==> config.mk <==
export PLATFORM = sky130hd
export DESIGN_NAME = vslc_top
export DESIGN_NICKNAME = d
export VERILOG_FILES = /design/src/vslc_pkg.sv /design/src/vslc_top.sv /design/src/input_sampler.sv /design/src/scan_timer.sv /design/src/stack_execute.sv /design/src/instr_decode.sv /design/src/eeprom_fetch.sv
export VERILOG_INCLUDE_DIRS = /design/src /design/src/src
export SDC_FILE = /design/constraint.sdc
export NUM_CORES = 1
export LEC_CHECK = 0
export ABC_AREA = 1
export BUFFER_PORTS_ARGS = -buffer_cell sky130_fd_sc_hd__buf_2
export CAP_MARGIN = 20
export CORE_MARGIN = 2
export CORE_UTILIZATION = 40
export DETAILED_ROUTE_END_ITERATION = 16
export PLACE_DENSITY_LB_ADDON = 0.25
export SYNTH_ARGS = -nofsm -noshare
export SYNTH_HDL_FRONTEND = slang
export SYNTH_SLANG_ARGS = --single-unit
==> constraint.sdc <==
create_clock -name clk -period 2.65 [get_ports clk]
set_clock_uncertainty 0.1 [all_clocks]
set_input_delay 0.3975 -clock clk [delete_from_list [all_inputs] [get_ports clk]]
set_output_delay 0.3975 -clock clk [all_outputs]
set_load 0.02 [all_outputs]
==> src/vslc_defs.svh <==
/*
  VSLC shared constants
  Widths of addresses, program bytes, pins and timer fields,
  plus the EEPROM command and the fixed opcodes
*/
`ifndef VSLC_DEFS_SVH
`define VSLC_DEFS_SVH

`define VSLC_ADDR_W        16
`define VSLC_BYTE_W        8
`define VSLC_IO_W          8
`define VSLC_STACK_DEPTH   16
`define VSLC_TIMER_W       16
`define VSLC_DIV_W         4

// Serial EEPROM read command
`define VSLC_CMD_READ      8'h03

// Header lives at the bottom of the EEPROM
`define VSLC_HDR_ADDR      16'h0000

// Three-byte period instructions
`define VSLC_OP_PERIOD_A   8'h70
`define VSLC_OP_PERIOD_B   8'h71

// Whole-stack operations
`define VSLC_OP_CLR        8'hF0
`define VSLC_OP_SETALL     8'hF1
`define VSLC_OP_SWAP       8'hF2
`define VSLC_OP_ROT        8'hF3

`endif
==> src/vslc_pkg.sv <==
/*
  VSLC types
  Vector typedefs and the enums for fetch states, byte kinds,
  decoded operations and operation targets
*/
`include "vslc_defs.svh"

package vslc_pkg;

  typedef logic [`VSLC_ADDR_W-1:0]        addr_t;
  typedef logic [`VSLC_BYTE_W-1:0]        pbyte_t;
  typedef logic [`VSLC_IO_W-1:0]          io_vec_t;
  typedef logic [$clog2(`VSLC_IO_W)-1:0]  reg_idx_t;
  typedef logic [`VSLC_TIMER_W-1:0]       timer_val_t;
  typedef logic [`VSLC_DIV_W-1:0]         clk_div_t;

  typedef enum logic [3:0] {
    CS_HIGH, CS_LOW, SEND_CMD, SEND_ADDR_HI, SEND_ADDR_LO,
    HDR_START_LO, HDR_START_HI, HDR_END_LO, HDR_END_HI,
    READ_INSTR, READ_OPERAND_HI, READ_OPERAND_LO
  } fetch_state_t;

  typedef enum logic [2:0] {
    BK_INSTR, BK_PERIOD_A_HI, BK_PERIOD_A_LO, BK_PERIOD_B_HI, BK_PERIOD_B_LO
  } byte_kind_t;

  typedef enum logic [3:0] {
    OP_NOP, OP_PUSH, OP_POP, OP_SET, OP_RESET, OP_LOGIC, OP_RISE, OP_FALL,
    OP_CLR, OP_SETALL, OP_SWAP, OP_ROT, OP_SET_DIV, OP_SET_MODE
  } op_t;

  typedef enum logic [1:0] {
    TGT_INPUT, TGT_OUTPUT, TGT_TIMER
  } target_t;

endpackage

==> src/vslc_top.sv <==
/*
  VSLC top level
  Bit-serial logic controller running its program from an SPI EEPROM
*/
`timescale 1ns/1ns

module vslc_top
  import vslc_pkg::*;
(
  input  logic    clk,
  input  logic    rst_n,
  input  io_vec_t in_pins,
  input  logic    cycle_start,
  input  logic    eeprom_cipo,
  output io_vec_t out_pins,
  output logic    tos,
  output logic    timer_out,
  output logic    eeprom_cs,
  output logic    eeprom_copi
);

  logic       byte_valid;
  pbyte_t     byte_data;
  byte_kind_t byte_kind;
  logic       op_valid;
  op_t        op;
  target_t    target;
  reg_idx_t   reg_idx;
  pbyte_t     op_arg;
  io_vec_t    in_cur;
  io_vec_t    in_prev;
  logic       timer_en;
  logic       timer_done;
  logic       div_load;
  logic       mode_load;
  clk_div_t   setup_val;

  eeprom_fetch u_fetch (
    .clk, .rst_n, .eeprom_cipo, .eeprom_cs, .eeprom_copi,
    .byte_valid, .byte_data, .byte_kind
  );

  instr_decode u_decode (
    .clk, .rst_n, .byte_valid, .byte_data, .byte_kind,
    .op_valid, .op, .target, .reg_idx, .op_arg
  );

  stack_execute u_execute (
    .clk, .rst_n, .op_valid, .op, .target, .reg_idx, .op_arg,
    .in_cur, .in_prev, .timer_done,
    .out_pins, .tos, .timer_en, .div_load, .mode_load, .setup_val
  );

  scan_timer u_timer (
    .clk, .rst_n, .timer_en, .div_load, .mode_load, .setup_val,
    .byte_valid, .byte_kind, .byte_data, .timer_out, .timer_done
  );

  input_sampler u_sampler (
    .clk, .rst_n, .cycle_start, .in_pins, .in_cur, .in_prev
  );

endmodule

==> src/input_sampler.sv <==
/*
  Input sampler
  Captures the input pins on each cycle_start rise and keeps the
  previous sample for edge tests
*/
`timescale 1ns/1ns

module input_sampler
  import vslc_pkg::*;
(
  input  logic    clk,
  input  logic    rst_n,
  input  logic    cycle_start,
  input  io_vec_t in_pins,
  output io_vec_t in_cur,
  output io_vec_t in_prev
);

  logic start_q;

  always_ff @(posedge clk) begin
    if (!rst_n) begin
      start_q <= 1'b0;
      in_cur  <= '0;
      in_prev <= '0;
    end else begin
      start_q <= cycle_start;
      if (cycle_start && !start_q) begin
        in_cur  <= in_pins;
        in_prev <= in_cur;  // Old sample moves down
      end
    end
  end

endmodule

==> src/scan_timer.sv <==
/*
  Two-phase period timer
  Ticks every 2^div clocks, toggles timer_out at the end of each phase,
  and ends a one-shot run after phase B
*/
`timescale 1ns/1ns
`include "vslc_defs.svh"

module scan_timer
  import vslc_pkg::*;
(
  input  logic       clk,
  input  logic       rst_n,
  input  logic       timer_en,
  input  logic       div_load,
  input  logic       mode_load,
  input  clk_div_t   setup_val,
  input  logic       byte_valid,
  input  byte_kind_t byte_kind,
  input  pbyte_t     byte_data,
  output logic       timer_out,
  output logic       timer_done
);

  localparam int PRE_W = (1 << `VSLC_DIV_W) - 1;
  localparam int HI    = `VSLC_TIMER_W - 1;
  localparam int LO    = `VSLC_BYTE_W;

  clk_div_t         div;
  logic             one_shot;
  timer_val_t       period_a;
  timer_val_t       period_b;
  timer_val_t       count;
  logic [PRE_W-1:0] pre_cnt;
  logic [PRE_W-1:0] div_mask;
  logic             phase;    // 0 is phase A
  logic             stopped;  // Waits for the enable to drop
  logic             tick;

  assign div_mask = ~({PRE_W{1'b1}} << div);
  assign tick     = ((pre_cnt & div_mask) == div_mask) && !stopped;

  always_ff @(posedge clk) begin
    if (!rst_n) begin
      div      <= '0;
      one_shot <= 1'b0;
      period_a <= timer_val_t'(1);
      period_b <= timer_val_t'(2);
    end else begin
      if (div_load)  div      <= setup_val;
      if (mode_load) one_shot <= setup_val[0];
      if (byte_valid) begin
        case (byte_kind)
          BK_PERIOD_A_HI: period_a[HI:LO]   <= byte_data;
          BK_PERIOD_A_LO: period_a[LO-1:0]  <= byte_data;
          BK_PERIOD_B_HI: period_b[HI:LO]   <= byte_data;
          BK_PERIOD_B_LO: period_b[LO-1:0]  <= byte_data;
          default: ;
        endcase
      end
    end
  end

  always_ff @(posedge clk) begin
    if (!rst_n || !timer_en) begin  // Disable keeps the setup registers
      pre_cnt    <= '0;
      count      <= '0;
      phase      <= 1'b0;
      timer_out  <= 1'b0;
      stopped    <= 1'b0;
      timer_done <= 1'b0;
    end else begin
      timer_done <= 1'b0;
      if (!stopped) pre_cnt <= pre_cnt + 1'b1;
      if (tick) begin
        if (!phase && count == period_a) begin
          count     <= '0;
          phase     <= 1'b1;
          timer_out <= !timer_out;
        end else if (phase && count == period_b) begin
          count <= '0;
          phase <= 1'b0;
          if (period_b != '0) timer_out <= !timer_out;
          if (one_shot) begin
            timer_done <= 1'b1;
            stopped    <= 1'b1;
          end
        end else begin
          count <= count + 1'b1;
        end
      end
    end
  end

endmodule

==> src/stack_execute.sv <==
/*
  Stack execute stage
  Applies one decoded operation per instruction to the bit stack,
  the output latches and the timer enable, and forwards timer setup
*/
`timescale 1ns/1ns
`include "vslc_defs.svh"

module stack_execute
  import vslc_pkg::*;
(
  input  logic     clk,
  input  logic     rst_n,
  input  logic     op_valid,
  input  op_t      op,
  input  target_t  target,
  input  reg_idx_t reg_idx,
  input  pbyte_t   op_arg,
  input  io_vec_t  in_cur,
  input  io_vec_t  in_prev,
  input  logic     timer_done,
  output io_vec_t  out_pins,
  output logic     tos,
  output logic     timer_en,
  output logic     div_load,
  output logic     mode_load,
  output clk_div_t setup_val
);

  localparam int D = `VSLC_STACK_DEPTH;

  logic [D-1:0] stack;
  logic [D-1:0] stack_nxt;
  io_vec_t      out_nxt;
  logic         ten_nxt;
  logic         lut_bit;
  logic         wr_en;
  logic         wr_val;

  assign lut_bit = op_arg[2'd3 - stack[1:0]];  // Table indexed by the two top bits
  assign wr_en   = (op == OP_POP) || stack[0];
  assign wr_val  = stack[0] && (op != OP_RESET);

  always_comb begin
    stack_nxt = stack;
    out_nxt   = out_pins;
    ten_nxt   = timer_en && !timer_done;  // One-shot run is over
    if (op_valid) begin
      case (op)
        OP_PUSH: stack_nxt = {stack[D-2:0],
                              (target == TGT_OUTPUT) ? out_pins[reg_idx] : in_cur[reg_idx]};
        OP_POP, OP_SET, OP_RESET: begin
          stack_nxt = {stack[D-1], stack[D-1:1]};
          if (wr_en) begin
            if (target == TGT_TIMER) ten_nxt = wr_val;
            else                     out_nxt[reg_idx] = wr_val;
          end
        end
        OP_LOGIC: begin
          case (op_arg[5:4])
            2'd0:    stack_nxt = {stack[D-2:0], lut_bit};             // Push result
            2'd2:    stack_nxt = {stack[D-1], stack[D-1:2], lut_bit}; // Two into one
            default: stack_nxt = {stack[D-1:1], lut_bit};
          endcase
        end
        OP_RISE:   stack_nxt = {stack[D-2:0], in_cur[reg_idx] && !in_prev[reg_idx]};
        OP_FALL:   stack_nxt = {stack[D-2:0], !in_cur[reg_idx] && in_prev[reg_idx]};
        OP_CLR:    stack_nxt = '0;
        OP_SETALL: stack_nxt = '1;
        OP_SWAP:   stack_nxt = {stack[D-1:2], stack[0], stack[1]};
        OP_ROT:    stack_nxt = {stack[D-1:3], stack[0], stack[2], stack[1]};
        default:   stack_nxt = stack;
      endcase
    end
  end

  always_ff @(posedge clk) begin
    if (!rst_n) begin
      stack     <= '0;
      out_pins  <= '0;
      tos       <= 1'b0;
      timer_en  <= 1'b0;
      div_load  <= 1'b0;
      mode_load <= 1'b0;
    end else begin
      stack     <= stack_nxt;
      out_pins  <= out_nxt;
      tos       <= stack_nxt[0];
      timer_en  <= ten_nxt;
      div_load  <= op_valid && (op == OP_SET_DIV);
      mode_load <= op_valid && (op == OP_SET_MODE);
    end
  end

  always_ff @(posedge clk) begin
    if (op_valid) setup_val <= op_arg[`VSLC_DIV_W-1:0];
  end

endmodule

==> src/instr_decode.sv <==
/*
  Instruction decoder
  Classifies program bytes into an operation, a target and a pin index
*/
`timescale 1ns/1ns
`include "vslc_defs.svh"

module instr_decode
  import vslc_pkg::*;
(
  input  logic       clk,
  input  logic       rst_n,
  input  logic       byte_valid,
  input  pbyte_t     byte_data,
  input  byte_kind_t byte_kind,
  output logic       op_valid,
  output op_t        op,
  output target_t    target,
  output reg_idx_t   reg_idx,
  output pbyte_t     op_arg
);

  op_t     dec_op;
  target_t dec_tgt;

  always_comb begin
    dec_op  = OP_NOP;
    dec_tgt = byte_data[3] ? TGT_OUTPUT : TGT_INPUT;
    case (byte_data[7:6])
      2'b00: begin  // Stack class
        case (byte_data[5:4])
          2'd0:    dec_op = OP_PUSH;
          2'd1:    dec_op = OP_POP;
          2'd2:    dec_op = OP_SET;
          default: dec_op = OP_RESET;
        endcase
        if (byte_data[5:4] != 2'd0 && !byte_data[3]) dec_tgt = TGT_TIMER;
      end
      2'b01: begin  // Setup, 0x7X periods are handled in fetch
        if (byte_data[5:4] == 2'd0)      dec_op = OP_SET_DIV;
        else if (byte_data[5:4] == 2'd1) dec_op = OP_SET_MODE;
      end
      2'b10: dec_op = OP_LOGIC;
      default: begin
        if (byte_data[5:3] == 3'b100)      dec_op = OP_RISE;
        else if (byte_data[5:3] == 3'b101) dec_op = OP_FALL;
        else begin
          case (byte_data)
            `VSLC_OP_CLR:    dec_op = OP_CLR;
            `VSLC_OP_SETALL: dec_op = OP_SETALL;
            `VSLC_OP_SWAP:   dec_op = OP_SWAP;
            `VSLC_OP_ROT:    dec_op = OP_ROT;
            default:         dec_op = OP_NOP;
          endcase
        end
      end
    endcase
  end

  always_ff @(posedge clk) begin
    if (!rst_n) op_valid <= 1'b0;
    else        op_valid <= byte_valid && (byte_kind == BK_INSTR);
  end

  always_ff @(posedge clk) begin
    op      <= dec_op;
    target  <= dec_tgt;
    reg_idx <= byte_data[2:0];
    op_arg  <= byte_data;  // Truth table, arity and setup value
  end

endmodule

==> src/eeprom_fetch.sv <==
/*
  EEPROM fetch sequencer
  Issues a READ with the scan address, picks up the header when the
  scan starts at 0, then streams program bytes tagged with their kind.
  The first data bit arrives on the falling edge that takes the last
  address bit and is sampled on the next rising edge.
*/
`timescale 1ns/1ns
`include "vslc_defs.svh"

module eeprom_fetch
  import vslc_pkg::*;
(
  input  logic       clk,
  input  logic       rst_n,
  input  logic       eeprom_cipo,
  output logic       eeprom_cs,
  output logic       eeprom_copi,
  output logic       byte_valid,
  output pbyte_t     byte_data,
  output byte_kind_t byte_kind
);

  localparam pbyte_t CMD_READ = `VSLC_CMD_READ;

  fetch_state_t state;
  logic [2:0]   bit_cnt;    // Counts down, wraps to 7 between bytes
  addr_t        cur_addr;   // Address of the byte being read
  addr_t        start_addr;
  addr_t        last_addr;
  logic         period_b;   // Operands go to period B
  logic [6:0]   rx_sr;
  pbyte_t       rx_byte;
  logic         byte_done;

  assign rx_byte   = {rx_sr, eeprom_cipo};
  assign byte_done = (bit_cnt == 3'd0);

  always_ff @(posedge clk) begin
    if (!rst_n) begin
      state       <= CS_HIGH;
      bit_cnt     <= 3'd7;
      cur_addr    <= `VSLC_HDR_ADDR;
      start_addr  <= '0;
      last_addr   <= '0;
      period_b    <= 1'b0;
      eeprom_cs   <= 1'b1;
      eeprom_copi <= 1'b0;
      byte_valid  <= 1'b0;
    end else begin
      byte_valid <= 1'b0;
      case (state)
        CS_HIGH: begin
          eeprom_cs <= 1'b1;
          state     <= CS_LOW;
        end
        CS_LOW: begin
          eeprom_cs   <= 1'b0;
          eeprom_copi <= CMD_READ[7];  // First bit goes out with CS
          bit_cnt     <= 3'd6;
          state       <= SEND_CMD;
        end
        SEND_CMD: begin
          eeprom_copi <= CMD_READ[bit_cnt];
          bit_cnt     <= bit_cnt - 3'd1;
          if (byte_done) state <= SEND_ADDR_HI;
        end
        SEND_ADDR_HI: begin
          eeprom_copi <= cur_addr[{1'b1, bit_cnt}];
          bit_cnt     <= bit_cnt - 3'd1;
          if (byte_done) state <= SEND_ADDR_LO;
        end
        SEND_ADDR_LO: begin
          eeprom_copi <= cur_addr[{1'b0, bit_cnt}];
          bit_cnt     <= bit_cnt - 3'd1;
          if (byte_done)
            state <= (cur_addr == `VSLC_HDR_ADDR) ? HDR_START_LO : READ_INSTR;
        end
        default: begin
          bit_cnt <= bit_cnt - 3'd1;
          if (byte_done) begin
            cur_addr <= cur_addr + 1'b1;
            case (state)
              HDR_START_LO: begin
                start_addr[7:0] <= rx_byte;
                state           <= HDR_START_HI;
              end
              HDR_START_HI: begin
                start_addr[15:8] <= rx_byte;
                state            <= HDR_END_LO;
              end
              HDR_END_LO: begin
                last_addr[7:0] <= rx_byte;
                state          <= HDR_END_HI;
              end
              HDR_END_HI: begin
                last_addr[15:8] <= rx_byte;
                state           <= READ_INSTR;
              end
              READ_INSTR: begin
                if (cur_addr > last_addr) begin
                  cur_addr <= start_addr;  // Past the program, rescan
                  state    <= CS_HIGH;
                end else begin
                  byte_valid <= 1'b1;
                  if (rx_byte == `VSLC_OP_PERIOD_A || rx_byte == `VSLC_OP_PERIOD_B) begin
                    period_b <= (rx_byte == `VSLC_OP_PERIOD_B);
                    state    <= READ_OPERAND_HI;
                  end
                end
              end
              READ_OPERAND_HI: begin
                byte_valid <= 1'b1;
                state      <= READ_OPERAND_LO;
              end
              default: begin
                byte_valid <= 1'b1;
                state      <= READ_INSTR;
              end
            endcase
          end
        end
      endcase
    end
  end

  // Receive shifter and byte payload
  always_ff @(posedge clk) begin
    rx_sr <= rx_byte[6:0];
    if (byte_done) begin
      byte_data <= rx_byte;
      case (state)
        READ_OPERAND_HI: byte_kind <= period_b ? BK_PERIOD_B_HI : BK_PERIOD_A_HI;
        READ_OPERAND_LO: byte_kind <= period_b ? BK_PERIOD_B_LO : BK_PERIOD_A_LO;
        default:         byte_kind <= BK_INSTR;
      endcase
    end
  end

endmodule

==> impl_metrics.tcl <==
set metrics [dict create \
    cp.arrival_ps 2670 \
    yosysWarnings 0 \
    synth.most_common_cell "nand2_1" \
    cts_setup_buffers 0 \
    cp_max_fo 17 \
    r2r-end "u_fetch.cur_addr[5]" \
    synth_top_area_share_pct 37.1 \
    critPathMostFrequentCell "nand2_1" \
    worstPathCellList "ha_1, nand4_1, nor3_1, nand2_1, nand2_1, nand3_1, buf_4, a21oi_1, o21ai_0, nand2_1, inv_1" \
    synth.avg_cell_area_sq_um 7.14 \
    drive_gt1_share_pct 8.08 \
    crit_cells 11 \
    worst_slew_pin_slew_ps 554 \
    seq_area_frac_synth_pct 41.4 \
    start_util_pct 40.7 \
    setup_slack_ps 314 \
    dr.pass1.iters 5 \
    fin_total_pwr_mw 7.30 \
    synth_cells 1481 \
    core_sq_um 26000 \
    fin_crit_ps 2340 \
    critPathKind "flip-flop to flip-flop" \
    htreeDepth 1 \
    hp-start "in_pins[1]" \
    finalMaxSlewViolations 0 \
    hold_path_depth 3 \
    cap_violations 0 \
    io_pins 24 \
    die_w_um 167 \
    cpMaxStageDelayCell "dfxtp_1" \
    fin_crit_sh_pct 88.1 \
    setup_viol 0 \
    finalSetupTns_ps 0 \
    area_growth_pct 11.6 \
    critPathLaunchType "flip-flop" \
    cts_made_buffers 24 \
    leakage_nw 4.85 \
    antennaDiodeCount 0 \
    synth_edf_count 15 \
    grt_use_total_pct 19.4 \
    clock.fmax_mhz 428 \
    grt_overflow 0 \
    vias 9592 \
    worstHoldEndpoint "u_sampler.in_cur[1]" \
    grt_pass1_vias 9120 \
    synthFlopType "dfxtp_1" \
    synth_nets 1520 \
    rsz0062_at_grt "no" \
    synth_area_leaders "dfxtp_1 37%, nand2_1 8.3%, a21oi_1 7.8%" \
    clk_path_buf_depth 3 \
    drc 0 \
    grt_max_degree 59 \
    hp-class "input port to flip-flop" \
    die_h_um 167 \
    antenna_found_initial 0 \
    async_flop_share_pct 0 \
    dp_hpwl_um 19600 \
    grt_pass1_wl_um 45400 \
    worstSkewPairLatency_ps 530 \
    relSlewSlack_pct 62.7 \
    dp_slack_ps 336 \
    gp_congestion 0.940 \
    cts_sinks 211 \
    die_area_sq_um 27800 \
    cp.required_ps 2980 \
    critPathCaptureType "flip-flop" \
    numPortBuffers 23 \
    synth-seq-cells 211 \
    finalHoldViolations 0 \
    drt_iter0_drc 571 \
    routedWlPerCell_um 14.5 \
    drt-total-wl_um 26900 \
    slowest_delay_ps 380 \
    synth_commonest_cells "234 x nand2_1, 199 x inv_1, 196 x dfxtp_1" \
    outcome "completed" \
    routed_via_density 5.16 \
    antenna_left 0 \
    path_clk_slew_ps 60 \
    cts-root-buf "clkbuf_16" \
    nets 1544 \
    cp_top_family "simple AND/OR/NAND/NOR gates" \
    power_density_nw_per_um2 618 \
    synth_cell_type_count 53 \
    rows 59 \
    ir_worst_vdd_mv 0.485 \
    syn_area_sq_um 10600 \
    rr_startpoint "u_fetch.cur_addr[11]" \
    cts_tree "yes" \
    r2r_setup_slack_ps 310 \
    cp_num_buf_inv 2 \
    yosys.area.top_type "dfxtp_1" \
    r2r_cells 11 \
]
## registers in the layout, summed over array words and instances, names as in the netlist, 2 cells and up, named ones only
register / count
u_sampler.in_cur: 8
u_fetch.byte_data: 8
u_timer.period_a: 16
u_fetch.rx_sr: 7
u_decode.reg_idx: 2
u_timer.period_b: 16
u_decode.op: 4
u_decode.op_arg: 4
u_execute.out_pins: 8
u_timer.div: 4
u_execute.setup_val: 4
u_fetch.byte_kind: 3
u_fetch.last_addr: 16
u_fetch.bit_cnt: 3
u_sampler.in_prev: 8
u_execute.stack: 16
u_fetch.start_addr: 16
u_fetch.state: 4
u_decode.target: 2
u_timer.count: 16
u_timer.pre_cnt: 15
u_fetch.cur_addr: 16
## through the flow
step,hold WS (ps),area [sq um],util (%),cells
after floorplan,246,10600,-,1481
after global placement,316,11000,42.5,1812
after detailed placement,318,11000,42.5,1812
after CTS,1.85,11800,45.4,1858
after global routing,11.1,11800,45.4,1858
final,14.8,11800,45.4,1858
## worst register-to-register path, stage by stage, from the launching register on
cell and delay [ps]:
dfxtp_1 380, ha_1 340, nand4_1 110, nor3_1 270
nand2_1 90, nand2_1 80, nand3_1 240, buf_4 290
a21oi_1 140, o21ai_0 90, nand2_1 60, inv_1 30
## cell families (layout without fill, tap and decap cells)
group	Yosys count	count (layout)	synth area share, %
DFF	211	211	41.4
and+or+nand+nor	595	595	25.2
AOI/OAI and AO/OA	362	362	18.3
buffers and inverters	261	303	9.81
adders and majority gates	27	27	3.19
xor gates and xnor gates	25	25	2.07
## cell usage in the layout (no fill, tap or decap), types with 3 or more instances in the layout
cell | netlist | layout
nor3_2 | 6 | 6
buf_4 | 3 | 23
a221oi_1 | 12 | 12
nand4_1 | 36 | 36
clkbuf_16 | 0 | 24
xnor2_1 | 8 | 8
clkinvlp_4 | 0 | 4
o21ai_1 | 5 | 5
nand3b_1 | 5 | 5
inv_1 | 199 | 199
inv_2 | 9 | 9
clkbuf_1 | 29 | 6
nor3b_1 | 3 | 3
nand3_1 | 74 | 74
nor2_2 | 9 | 9
o211ai_1 | 8 | 8
a21oi_1 | 164 | 164
nor3_1 | 38 | 38
ha_1 | 27 | 27
clkinv_2 | 0 | 4
nor4_1 | 9 | 9
edfxtp_1 | 15 | 15
o22ai_1 | 6 | 6
o21ai_0 | 150 | 150
nand2_2 | 7 | 7
nand3_2 | 3 | 3
buf_2 | 15 | 23
nand2_1 | 234 | 234
dfxtp_1 | 196 | 196
xor2_1 | 17 | 17
a211oi_1 | 3 | 3
nor2_1 | 161 | 161
clkinv_1 | 2 | 5
## cell type report
| type | count | area, sq um |
|---|---|---|
| repair buffers | 48 | 308 |
| well taps | 335 | 419 |
| multi-input cells | 1009 | 5160 |
| clock inverters | 13 | 108 |
| inverters | 211 | 797 |
| flip-flops and latches | 211 | 4370 |
| fillers | 2667 | 14200 |
| clock buffers | 31 | 637 |
## metal layers
layer | vias up | global-route usage (%) | part of all wire (%)
li1 | 4969 | - | -
met1 | 4403 | 26.4 | 48
met2 | 175 | 32.3 | 46
met3 | 45 | 2.38 | 3.7
met4 | 0 | 5.70 | 2.5
met5 | - | 0 | 0
## worst max path at each step
stage / from / to / slack, ps
2_1_floorplan: u_fetch.bit_cnt[0] / u_fetch.cur_addr[3] / 610
3_3_place_gp: u_fetch.cur_addr[11] / u_fetch.cur_addr[4] / 400
3_5_place_dp: u_fetch.cur_addr[11] / u_fetch.cur_addr[5] / 340
4_1_cts: u_fetch.cur_addr[11] / u_fetch.cur_addr[5] / 330
5_1_grt: u_fetch.cur_addr[11] / u_fetch.cur_addr[5] / 80
6_report: u_fetch.cur_addr[11] / u_fetch.cur_addr[5] / 310
## what timing repair did
action	in CTS	in global routing
hold buffers	2	0
endpoints found under the hold margin	2	0
gates resized for setup	0	0
## power breakdown
group	internal (mW)	switching, mW
Clock	1.80	1.34
Combinational	0.252	0.522
Sequential	3.29	0.0912
Total	5.35	1.96
No activity file was read; power rests on OpenSTA's default activity.
